File: config.mk
export PLATFORM = sky130hd
export DESIGN_NAME = pkt_filter_top
export DESIGN_NICKNAME = d
export VERILOG_FILES = /design/src/pkt_pkg.sv /design/src/pkt_filter_top.sv /design/src/pkt_out_reg.sv /design/src/pkt_drop_fifo.sv /design/src/pkt_frame_check.sv
export VERILOG_INCLUDE_DIRS = /design/src
export SDC_FILE = /design/constraint.sdc
export NUM_CORES = 2
export LEC_CHECK = 0
export BUFFER_PORTS_ARGS = -buffer_cell sky130_fd_sc_hd__buf_2
export CELL_PAD_IN_SITES_DETAIL_PLACEMENT = 0
export CELL_PAD_IN_SITES_GLOBAL_PLACEMENT = 1
export CORE_MARGIN = 2
export CORE_UTILIZATION = 60
export DETAILED_ROUTE_END_ITERATION = 8
export GPL_ROUTABILITY_DRIVEN = 1
export PLACE_DENSITY = 0.87
export RECOVER_POWER = 50
export SYNTH_ARGS = -nofsm -noshare
export SYNTH_HDL_FRONTEND = slang
export SYNTH_HIERARCHICAL = 1
export SYNTH_SLANG_ARGS = --single-unit
export TNS_END_PERCENT = 1
File: constraint.sdc
create_clock -name clk -period 9.1 [get_ports clk]
set_input_delay 1.82 -clock clk [delete_from_list [all_inputs] [get_ports clk]]
set_output_delay 1.82 -clock clk [all_outputs]
set_load 0.02 [all_outputs]
File: src/pkt_params.svh
// Packet filter parameters
// Bus width, FIFO size and the largest legal packet

`ifndef PKT_PARAMS_SVH
`define PKT_PARAMS_SVH

// Width of one bus beat's data
`define PKT_DATA_W 32

// FIFO address width, 2**6 = 64 entries
`define PKT_FIFO_AW 6

// Largest legal packet in beats, header and checksum included
`define PKT_MAX_BEATS 63

`endif
File: src/pkt_pkg.sv
// Packet filter types
// Beat struct shared by every stage, and the frame checker state

`default_nettype none

`include "pkt_params.svh"

package pkt_pkg;

  // One bus beat, also one FIFO entry
  typedef struct packed {
    logic [`PKT_DATA_W-1:0] data;
    logic                   last;
  } pkt_beat_t;

  // Frame checker position inside a packet
  typedef enum logic {
    CHK_HEADER = 1'b0,
    CHK_BODY   = 1'b1
  } chk_state_e;

endpackage

`default_nettype wire

File: src/pkt_filter_top.sv
// Packet filter top
// Frame checker feeding the dropping FIFO, then the output register

`timescale 1ns/100ps
`default_nettype none

module pkt_filter_top
  import pkt_pkg::*;
(
  input  wire logic      clk,
  input  wire logic      i_arst_n,
  input  wire pkt_beat_t i_beat,
  input  wire logic      i_valid,
  input  wire logic      i_error,
  output logic           o_ready,
  output pkt_beat_t      o_beat,
  output logic           o_valid,
  input  wire logic      i_ready,
  output logic           o_drop
);

  pkt_beat_t chk_beat;
  logic      chk_valid;
  logic      chk_bad;
  logic      fifo_ready;
  pkt_beat_t fifo_beat;
  logic      fifo_valid;
  logic      oreg_ready;

  assign o_ready = fifo_ready;

  pkt_frame_check pkt_frame_check_i (
    .clk      (clk),
    .i_arst_n (i_arst_n),
    .i_beat   (i_beat),
    .i_valid  (i_valid),
    .i_error  (i_error),
    .i_ready  (fifo_ready),
    .o_beat   (chk_beat),
    .o_valid  (chk_valid),
    .o_bad    (chk_bad)
  );

  pkt_drop_fifo pkt_drop_fifo_i (
    .clk      (clk),
    .i_arst_n (i_arst_n),
    .i_beat   (chk_beat),
    .i_valid  (chk_valid),
    .i_bad    (chk_bad),
    .o_ready  (fifo_ready),
    .o_beat   (fifo_beat),
    .o_valid  (fifo_valid),
    .i_ready  (oreg_ready),
    .o_drop   (o_drop)
  );

  pkt_out_reg pkt_out_reg_i (
    .clk      (clk),
    .i_arst_n (i_arst_n),
    .i_beat   (fifo_beat),
    .i_valid  (fifo_valid),
    .o_ready  (oreg_ready),
    .o_beat   (o_beat),
    .o_valid  (o_valid),
    .i_ready  (i_ready)
  );

endmodule

`default_nettype wire

File: src/pkt_out_reg.sv
// Output register stage
// Main and skid entries give full throughput while the ready toward
// the FIFO comes from local flops only

`timescale 1ns/100ps
`default_nettype none

module pkt_out_reg
  import pkt_pkg::*;
(
  input  wire logic      clk,
  input  wire logic      i_arst_n,
  input  wire pkt_beat_t i_beat,
  input  wire logic      i_valid,
  output logic           o_ready,
  output pkt_beat_t      o_beat,
  output logic           o_valid,
  input  wire logic      i_ready
);

  pkt_beat_t skid_beat;
  logic      skid_valid;
  logic      in_xfer;
  logic      main_free;

  assign o_ready   = ~skid_valid;
  assign in_xfer   = i_valid & o_ready;
  assign main_free = ~o_valid | i_ready;

  always_ff @(posedge clk or negedge i_arst_n) begin
    if (!i_arst_n) begin
      o_valid    <= 1'b0;
      skid_valid <= 1'b0;
    end else if (main_free) begin
      // Skid entry drains first, the input is stalled meanwhile
      o_valid    <= skid_valid | in_xfer;
      skid_valid <= 1'b0;
    end else if (in_xfer) begin
      skid_valid <= 1'b1;
    end
  end

  always_ff @(posedge clk) begin
    if (main_free) begin
      o_beat <= skid_valid ? skid_beat : i_beat;
    end
    if (!main_free && in_xfer) begin
      skid_beat <= i_beat;
    end
  end

  // A stalled output beat holds until the sink takes it
  a_hold_stable : assert property (
    @(posedge clk) disable iff (!i_arst_n)
    (o_valid && !i_ready) |=> (o_valid && $stable(o_beat))
  );

endmodule

`default_nettype wire

File: src/pkt_drop_fifo.sv
// Dropping packet FIFO
// Stores whole packets, rewinds the write pointer over a flagged packet
// and only releases packets that are completely stored

`timescale 1ns/100ps
`default_nettype none

`include "pkt_params.svh"

module pkt_drop_fifo
  import pkt_pkg::*;
(
  input  wire logic      clk,
  input  wire logic      i_arst_n,
  input  wire pkt_beat_t i_beat,
  input  wire logic      i_valid,
  input  wire logic      i_bad,
  output logic           o_ready,
  output pkt_beat_t      o_beat,
  output logic           o_valid,
  input  wire logic      i_ready,
  output logic           o_drop
);

  localparam int AW = `PKT_FIFO_AW;
  localparam logic [AW:0] DEPTH = (AW+1)'(1) << AW;

  pkt_beat_t mem [2**AW];

  // Pointers carry one wrap bit above the address
  logic [AW:0]   wr_ptr;
  logic [AW:0]   good_end;
  logic [AW:0]   rd_ptr;
  logic [AW-1:0] pkt_wr_cnt;
  logic [AW-1:0] pkt_rd_cnt;

  logic [AW:0]   occ;
  logic [AW:0]   good_occ;
  logic          full;
  logic          empty;
  logic          wr_en;
  logic          wr_last;
  logic          rd_en;
  logic          rd_fresh;
  logic          last_issued;
  logic [AW-1:0] rd_cnt_now;
  logic          pkt_avail;

  assign occ      = wr_ptr - rd_ptr;
  assign good_occ = good_end - rd_ptr;
  assign full     = (occ == DEPTH);
  assign empty    = (occ == '0);

  assign o_ready = ~full;
  assign wr_en   = i_valid & o_ready;
  assign wr_last = wr_en & i_beat.last;

  // Write side
  always_ff @(posedge clk or negedge i_arst_n) begin
    if (!i_arst_n) begin
      wr_ptr     <= '0;
      good_end   <= '0;
      pkt_wr_cnt <= '0;
      o_drop     <= 1'b0;
    end else begin
      o_drop <= wr_last & i_bad;
      if (wr_last) begin
        if (i_bad) begin
          // Forget everything written since the last good packet
          wr_ptr <= good_end;
        end else begin
          wr_ptr     <= wr_ptr + (AW+1)'(1);
          good_end   <= wr_ptr + (AW+1)'(1);
          pkt_wr_cnt <= pkt_wr_cnt + AW'(1);
        end
      end else if (wr_en) begin
        wr_ptr <= wr_ptr + (AW+1)'(1);
      end
    end
  end

  always_ff @(posedge clk) begin
    if (wr_en) begin
      mem[wr_ptr[AW-1:0]] <= i_beat;
    end
  end

  // The beat read on the previous edge is only seen now, so a last beat
  // counts as read one cycle after it left memory
  assign last_issued = rd_fresh & o_beat.last;
  assign rd_cnt_now  = pkt_rd_cnt + {{(AW-1){1'b0}}, last_issued};
  assign pkt_avail   = (pkt_wr_cnt != rd_cnt_now);
  assign rd_en       = ~empty & pkt_avail & (~o_valid | i_ready);

  // Read side
  always_ff @(posedge clk or negedge i_arst_n) begin
    if (!i_arst_n) begin
      rd_ptr     <= '0;
      pkt_rd_cnt <= '0;
      rd_fresh   <= 1'b0;
      o_valid    <= 1'b0;
    end else begin
      rd_fresh   <= rd_en;
      pkt_rd_cnt <= rd_cnt_now;
      if (rd_en) begin
        rd_ptr <= rd_ptr + (AW+1)'(1);
      end
      if (~o_valid | i_ready) begin
        o_valid <= rd_en;
      end
    end
  end

  // Registered memory output
  always_ff @(posedge clk) begin
    if (rd_en) begin
      o_beat <= mem[rd_ptr[AW-1:0]];
    end
  end

  // Occupancy never goes past the memory size
  a_no_overflow : assert property (
    @(posedge clk) disable iff (!i_arst_n)
    occ <= DEPTH
  );

  // Reads stay behind the end of the last good packet
  a_rd_behind_good : assert property (
    @(posedge clk) disable iff (!i_arst_n)
    good_occ <= occ
  );

endmodule

`default_nettype wire

File: src/pkt_frame_check.sv
// Frame checker
// Watches each packet as it passes and flags the last beat of a packet
// with a bad length, a bad checksum or an upstream error

`timescale 1ns/100ps
`default_nettype none

`include "pkt_params.svh"

module pkt_frame_check
  import pkt_pkg::*;
(
  input  wire logic      clk,
  input  wire logic      i_arst_n,
  input  wire pkt_beat_t i_beat,
  input  wire logic      i_valid,
  input  wire logic      i_error,
  input  wire logic      i_ready,
  output pkt_beat_t      o_beat,
  output logic           o_valid,
  output logic           o_bad
);

  // Length field of the header
  localparam int LEN_W = 16;

  chk_state_e             state;
  logic [LEN_W-1:0]       cnt_q;
  logic [LEN_W-1:0]       len_q;
  logic [`PKT_DATA_W-1:0] xor_q;

  logic                   xfer;
  logic [LEN_W-1:0]       cur_len;
  logic [LEN_W-1:0]       cur_cnt;
  logic [`PKT_DATA_W-1:0] cur_xor;
  logic                   len_bad;
  logic                   sum_bad;

  assign xfer = i_valid & i_ready;

  // A header beat that also carries last is judged against itself
  assign cur_len = (state == CHK_HEADER) ? i_beat.data[LEN_W-1:0] : len_q;
  assign cur_cnt = (state == CHK_HEADER) ? LEN_W'(1) : cnt_q + LEN_W'(1);
  assign cur_xor = (state == CHK_HEADER) ? '0 : xor_q;

  assign len_bad = (cur_cnt != cur_len) || (cur_len < LEN_W'(3)) ||
                   (cur_len > LEN_W'(`PKT_MAX_BEATS));
  assign sum_bad = (i_beat.data != cur_xor);

  // Beats pass through unchanged
  assign o_beat  = i_beat;
  assign o_valid = i_valid;
  assign o_bad   = i_valid & i_beat.last & (len_bad | sum_bad | i_error);

  always_ff @(posedge clk or negedge i_arst_n) begin
    if (!i_arst_n) begin
      state <= CHK_HEADER;
      cnt_q <= '0;
    end else if (xfer) begin
      if (i_beat.last) begin
        state <= CHK_HEADER;
        cnt_q <= '0;
      end else begin
        state <= CHK_BODY;
        cnt_q <= cur_cnt;
      end
    end
  end

  // Header length and running checksum
  always_ff @(posedge clk) begin
    if (xfer) begin
      if (state == CHK_HEADER) begin
        len_q <= i_beat.data[LEN_W-1:0];
      end
      xor_q <= cur_xor ^ i_beat.data;
    end
  end

  // A stalled input beat holds until the FIFO takes it
  a_in_hold : assert property (
    @(posedge clk) disable iff (!i_arst_n)
    (i_valid && !i_ready) |=> (i_valid && $stable(i_beat) && $stable(i_error))
  );

endmodule

`default_nettype wire

== Word-level counts from Yosys, hierarchy flattened ==
Memory sizes are Yosys's and may differ from the RTL's. A register that Yosys moved wholly into a read port is not among the register bits.
Index checks and enable logic that the tools add are counted.
Operators by class
  add/subtract/negate cells: 6
  magnitude comparators: 2
  equal/unequal tests: 4
  multiplexer cells: 13
  bitwise operators: 21
  reduce and logical (&&, ||, !) cells: 8
Operators by type and width (count)
  $mux 16: 3
  $mux 33: 1
  $mux 32: 1
  $ne 32x32->1: 1
  $xor 32x32->32: 1
  $mux 7: 3
  $add 16x1->16 const B: 1
  $gt 16x6->1 const B: 1
  $lt 16x2->1 const B: 1
  $ne 16x16->1: 1
  $add 7x1->7 const B: 2
  $and 1x1->1: 9
  $eq 7x7->1 const B: 1
  $logic_not 7->1: 1
  $sub 7x7->7: 1
  $add 6x1->6: 1
  $add 6x1->6 const B: 1
  $ne 6x6->1: 1
  $not 1->1: 6
  $mux 1: 5
  $or 1x1->1: 5
  $reduce_bool 2->1: 2
  $logic_or 1x1->1: 2
  $reduce_and 2->1: 1
  other kinds (2): 2
Word-level totals
  bits in registers: 169
  RAM bits: 2112
  input port bits: 38
  output and inout port bits: 36
  memories kept: 1
Memory list
  pkt_drop_fifo_i.mem: words 64, bits a word 33, read ports 1, clocked after Yosys merged registers in 1, write ports 1, line pkt_drop_fifo.sv:28  | pkt_beat_t mem [2**AW];

== Logic depth before layout (Yosys ltp) ==
  depth in word-level cells: 10
  mapped depth: 16

== Modules after synthesis ==
The synthesis kept the hierarchy.
Modules (own cells, without submodules)
  pkt_drop_fifo: instances 1, cells an instance 3363, area each 82973.3 um2, sequential area each 65312.6 um2
  pkt_frame_check: instances 1, cells an instance 444, area each 4425.5 um2, sequential area each 1866.8 um2
  pkt_out_reg: instances 1, cells an instance 111, area each 2600.0 um2, sequential area each 2031.9 um2

== Worst setup path after synthesis ==
No wires, ideal clock.
  path kind: input-to-reg
  start point: input port i_ready
  end point: register pkt_out_reg_i/skid_beat[0] in the netlist's numbering, enable pin
  arrival time: 5.222 ns
  setup slack: 3.407 ns
  stages: 2
  path through: nand2b_1 nor3b_1
Between the ends
  word-level cells in the longest chain between the ends: 3
Ends and longest elaborated chain
  start: declaration: line pkt_filter_top.sv:18  | input wire logic i_ready,
  $or 1x1->1: line pkt_out_reg.sv:28  | assign main_free = ~o_valid | i_ready;
  $logic_not 1->1: line pkt_out_reg.sv:47  | if (!main_free && in_xfer) begin
  $logic_and 1x1->1: line pkt_out_reg.sv:47
  end signal: assignment: line pkt_out_reg.sv:48  | skid_beat <= i_beat;
  end: declaration: line pkt_out_reg.sv:21  | pkt_beat_t skid_beat;
No other way between the ends.
A chain may end at the register's enable or synchronous reset.

== Worst setup path in the final report ==
  start point: input port i_beat[25] in the netlist's numbering
  end point: register pkt_drop_fifo_i.good_end[0]
Between the ends
  word-level cells in the longest chain between the ends: 5
Ends and longest elaborated chain
  start: declaration: line pkt_filter_top.sv:12  | input wire pkt_beat_t i_beat,
  $ne 32x32->1: line pkt_frame_check.sv:48  | assign sum_bad = (i_beat.data != cur_xor);
  $or 1x1->1 (2 in a row): line pkt_frame_check.sv:53  | assign o_bad = i_valid & i_beat.last & (len_bad | sum_bad | i_error);
  $and 1x1->1: line pkt_frame_check.sv:53
  net chk_bad: line pkt_filter_top.sv:24  | logic chk_bad;
  $mux 7
  end signal: assignment: line pkt_drop_fifo.sv:73  | good_end <= wr_ptr + (AW+1)'(1);
  end: declaration: line pkt_drop_fifo.sv:32  | logic [AW:0] good_end;
The timed path passes the listed nets, and every way through them passes these cells.

==> flow_summary.json <==
{
  "status": "finished with violations",
  "violations": "max-capacitance violations, max-slew violations",
  "yosysSeqAreaShare": 0.7690,
  "grt_pass1_wl_um": 346800,
  "grt_max_degree": 123,
  "path_class": "primary input to flop",
  "finalPower_mw": 30.07,
  "slew_viol_final": 2475,
  "cp.required_ps": 9830,
  "hold_viol": 0,
  "peakVddDrop_v": 0.0002973,
  "htreeDepth": 4,
  "fmax_mhz": 143.9,
  "wire_per_inst_um": 39.13,
  "start_kind": "primary input",
  "cts.sinks": 2314,
  "finalSetupViolCount": 0,
  "pre_cts_ws_ps": 3191,
  "dp.final_hpwl_um": 111900,
  "cts_tree": "done",
  "vias": 45058,
  "hp-class": "flop to flop",
  "coreArea_mm2": 0.1494,
  "pwr_density_cell_mw_per_mm2": 300.9,
  "slew_headroom": -1.652,
  "clock_path_buffers": 3,
  "start_util": 0.6023,
  "syn_inst": 3918,
  "dp.cells": 5896,
  "vias_per_cell": 7.158,
  "cp_cell_sequence": "clkbuf_1 > clkbuf_1 > nor4bb_1 > a31o_2 > a22oi_1 > nor4_1 > nand4_1 > nor4_1 > a31oi_1 > nor2b_1 > nand2_1 > a21oi_1 > buf_4 > mux2_2",
  "globalplace.congestion": 0.7857,
  "synth-edff-count": 2259,
  "dominantRegCellSynth": "edfxtp_1",
  "yosysWarnings": 6,
  "nNetsFinal": 4147,
  "worstPathArrival_ps": 7680,
  "path_delay_family": "buffers and inverters",
  "finClkSkew_ps": 50.27,
  "instances_no_fill": 6295,
  "cts_buffers": 215,
  "clkTransAtPathRegs_ps": 60,
  "drive_above_1_share": 0.2887,
  "drt-pass1-iter-count": 6,
  "endpoint_kind": "flop",
  "placement.io_buffers": 73,
  "fp-row-count": 142,
  "wl_um": 246300,
  "finalCritPeriodShare": 0.7638,
  "fillers": 8709,
  "die_w_um": 391.3,
  "synth_top_area_cell": "edfxtp_1",
  "synth_most_common_cell": "edfxtp_1",
  "cts_setup_buffers": 0,
  "worst_slew_pin_slew_ps": 3978,
  "fin_crit_ps": 6950,
  "synth_area_leaders": "edfxtp_1 75%, mux4_2 17%, dfrtp_1 1.5%",
  "mappedNetlistArea_mm2": 0.09000,
  "antenna_found_initial": 10,
  "synth_common_cells": "2,259 x edfxtp_1, 660 x mux4_2, 122 x clkbuf_1",
  "cts_resized": 0,
  "cp_slowest_cell": "clkbuf_1",
  "critPathMaxStageDelay_ps": 1420,
  "gr-total-overflow": 0,
  "ys_async_sr_fraction": 0.02377,
  "cts_hold_buf": 0,
  "setup_tns_ps": 0,
  "die-area_mm2": 0.1531,
  "cp_num_buf_inv": 3,
  "drt_iter0_markers": 7399,
  "ys_ff_latch": 2314,
  "track_usage": 0.3299,
  "synth_top_area_frac": 0.7537,
  "rsz0062_at_grt": "no",
  "die_h_um": 391.3,
  "insertion_delay_ps": 880,
  "syn2layout_area_growth_pct": 11.05,
  "drt.antenna.violating_nets": 0,
  "critPathMaxFanout": 35,
  "io_pins": 74,
  "grt_pass1_vias": 45956,
  "setup_ws_ps": 2150,
  "drcViolationCount": 0,
  "ys_types": 67,
  "syn_nets": 3968,
  "max_cap_violations": 40,
  "root_buffer": "clkbuf_16",
  "avgSynthCellArea_um2": 22.97,
  "power.leakage_nw": 31.22
}
-- metal layers --
layer  track usage  wire length, µm  part of all wire
met1        0.4277            79260              0.32
met2        0.5365           122100              0.50
met3       0.07812            31060              0.13
met4        0.1532            13820             0.056
met5             0               51           0.00021
-- cells in the final DEF, fill, tap and decap left out, types with 56 or more instances in the layout --
| master | count |
|---|---|
| edfxtp_1 | 2259 |
| mux4_2 | 660 |
| clkbuf_16 | 215 |
| nand2_1 | 102 |
| buf_4 | 87 |
| clkbuf_1 | 85 |
| xnor2_1 | 74 |
| a22oi_1 | 73 |
| buf_2 | 68 |
| nor2_4 | 66 |
| clkinv_1 | 56 |
-- where the power goes --
group          total (mW)  switching [mW]  internal (mW)
Combinational        8.15            4.52           3.63
Sequential           12.9           0.456           12.5
Clock                8.99            4.02           4.97
Total                30.1            9.00           21.1
-- registers in the layout, summed over array words and instances (netlist names) --
signal                      count
pkt_drop_fifo_i/good_end        7
pkt_drop_fifo_i/mem          2112
pkt_drop_fifo_i/o_beat         33
pkt_drop_fifo_i/o_drop          1
pkt_drop_fifo_i/o_valid         1
pkt_drop_fifo_i/pkt_rd_cnt      6
pkt_drop_fifo_i/pkt_wr_cnt      6
pkt_drop_fifo_i/rd_fresh        1
pkt_drop_fifo_i/rd_ptr          7
pkt_drop_fifo_i/wr_ptr          7
pkt_frame_check_i/cnt_q        16
pkt_frame_check_i/len_q        16
pkt_frame_check_i/state         1
pkt_frame_check_i/xor_q        32
pkt_out_reg_i/o_beat           33
pkt_out_reg_i/o_valid           1
pkt_out_reg_i/skid_beat        33
pkt_out_reg_i/skid_valid        1
-- final timing paths --
kind,startpoint,end,slack [ps],depth (start not counted)
max in group asynchronous,i_arst_n,pkt_drop_fifo_i/rd_ptr[0]$_DFFE_PN0P_,4220,2
min,pkt_drop_fifo_i/o_beat[30]$_DFFE_PP_,pkt_out_reg_i/skid_beat[30]$_DFFE_PP_,450,0
min reg2reg,pkt_drop_fifo_i/o_beat[30]$_DFFE_PP_,pkt_out_reg_i/skid_beat[30]$_DFFE_PP_,450,0
max,i_beat[25],pkt_drop_fifo_i/good_end[0]$_DFFE_PN0P_,2150,14
min in group asynchronous,i_arst_n,pkt_frame_check_i/cnt_q[3]$_DFFE_PN0P_,2290,2
max reg2reg,pkt_drop_fifo_i/rd_ptr[1]$_DFFE_PN0P_,pkt_drop_fifo_i/o_beat[1]$_DFFE_PP_,3560,7
-- metrics by stage --
step / hold slack (ps) / utilization / cell area [µm²]
after floorplan: 422.2 / - / 90000
after global placement: 432.3 / 0.6240 / 93240
after detailed placement: 435.9 / 0.6240 / 93240
after CTS: 454.0 / 0.6704 / 100200
after global routing: 473.8 / 0.6688 / 99930
final: 452.2 / 0.6689 / 99950
-- layout make-up --
| class | count | area (µm²) | area share |
|---|---|---|---|
| Clock buffer | 261 | 5563 | 0.05566 |
| Inverter | 15 | 63.81 | 0.0006384 |
| Multi-Input combinational cell | 1351 | 19940 | 0.1995 |
| Timing Repair Buffer | 200 | 1244 | 0.01244 |
| Antenna cell | 8 | 20.02 | 0.0002003 |
| Sequential cell | 2314 | 69220 | 0.6926 |
| Clock inverter | 130 | 1366 | 0.01367 |
| Tap cell | 2016 | 2522 | 0.02524 |
-- cells by family after synthesis --
family	count (synthesis)	share of synthesized area
DFF	2314	0.7690
muxes	716	0.1733
and+or+nand+nor	331	0.01777
buffers and inverters	253	0.01397
AOI/OAI and AO/OA	192	0.01438
xor gates and xnor gates	100	0.009898
adders and majority gates	12	0.001668
(Power assumes the default switching activity.)
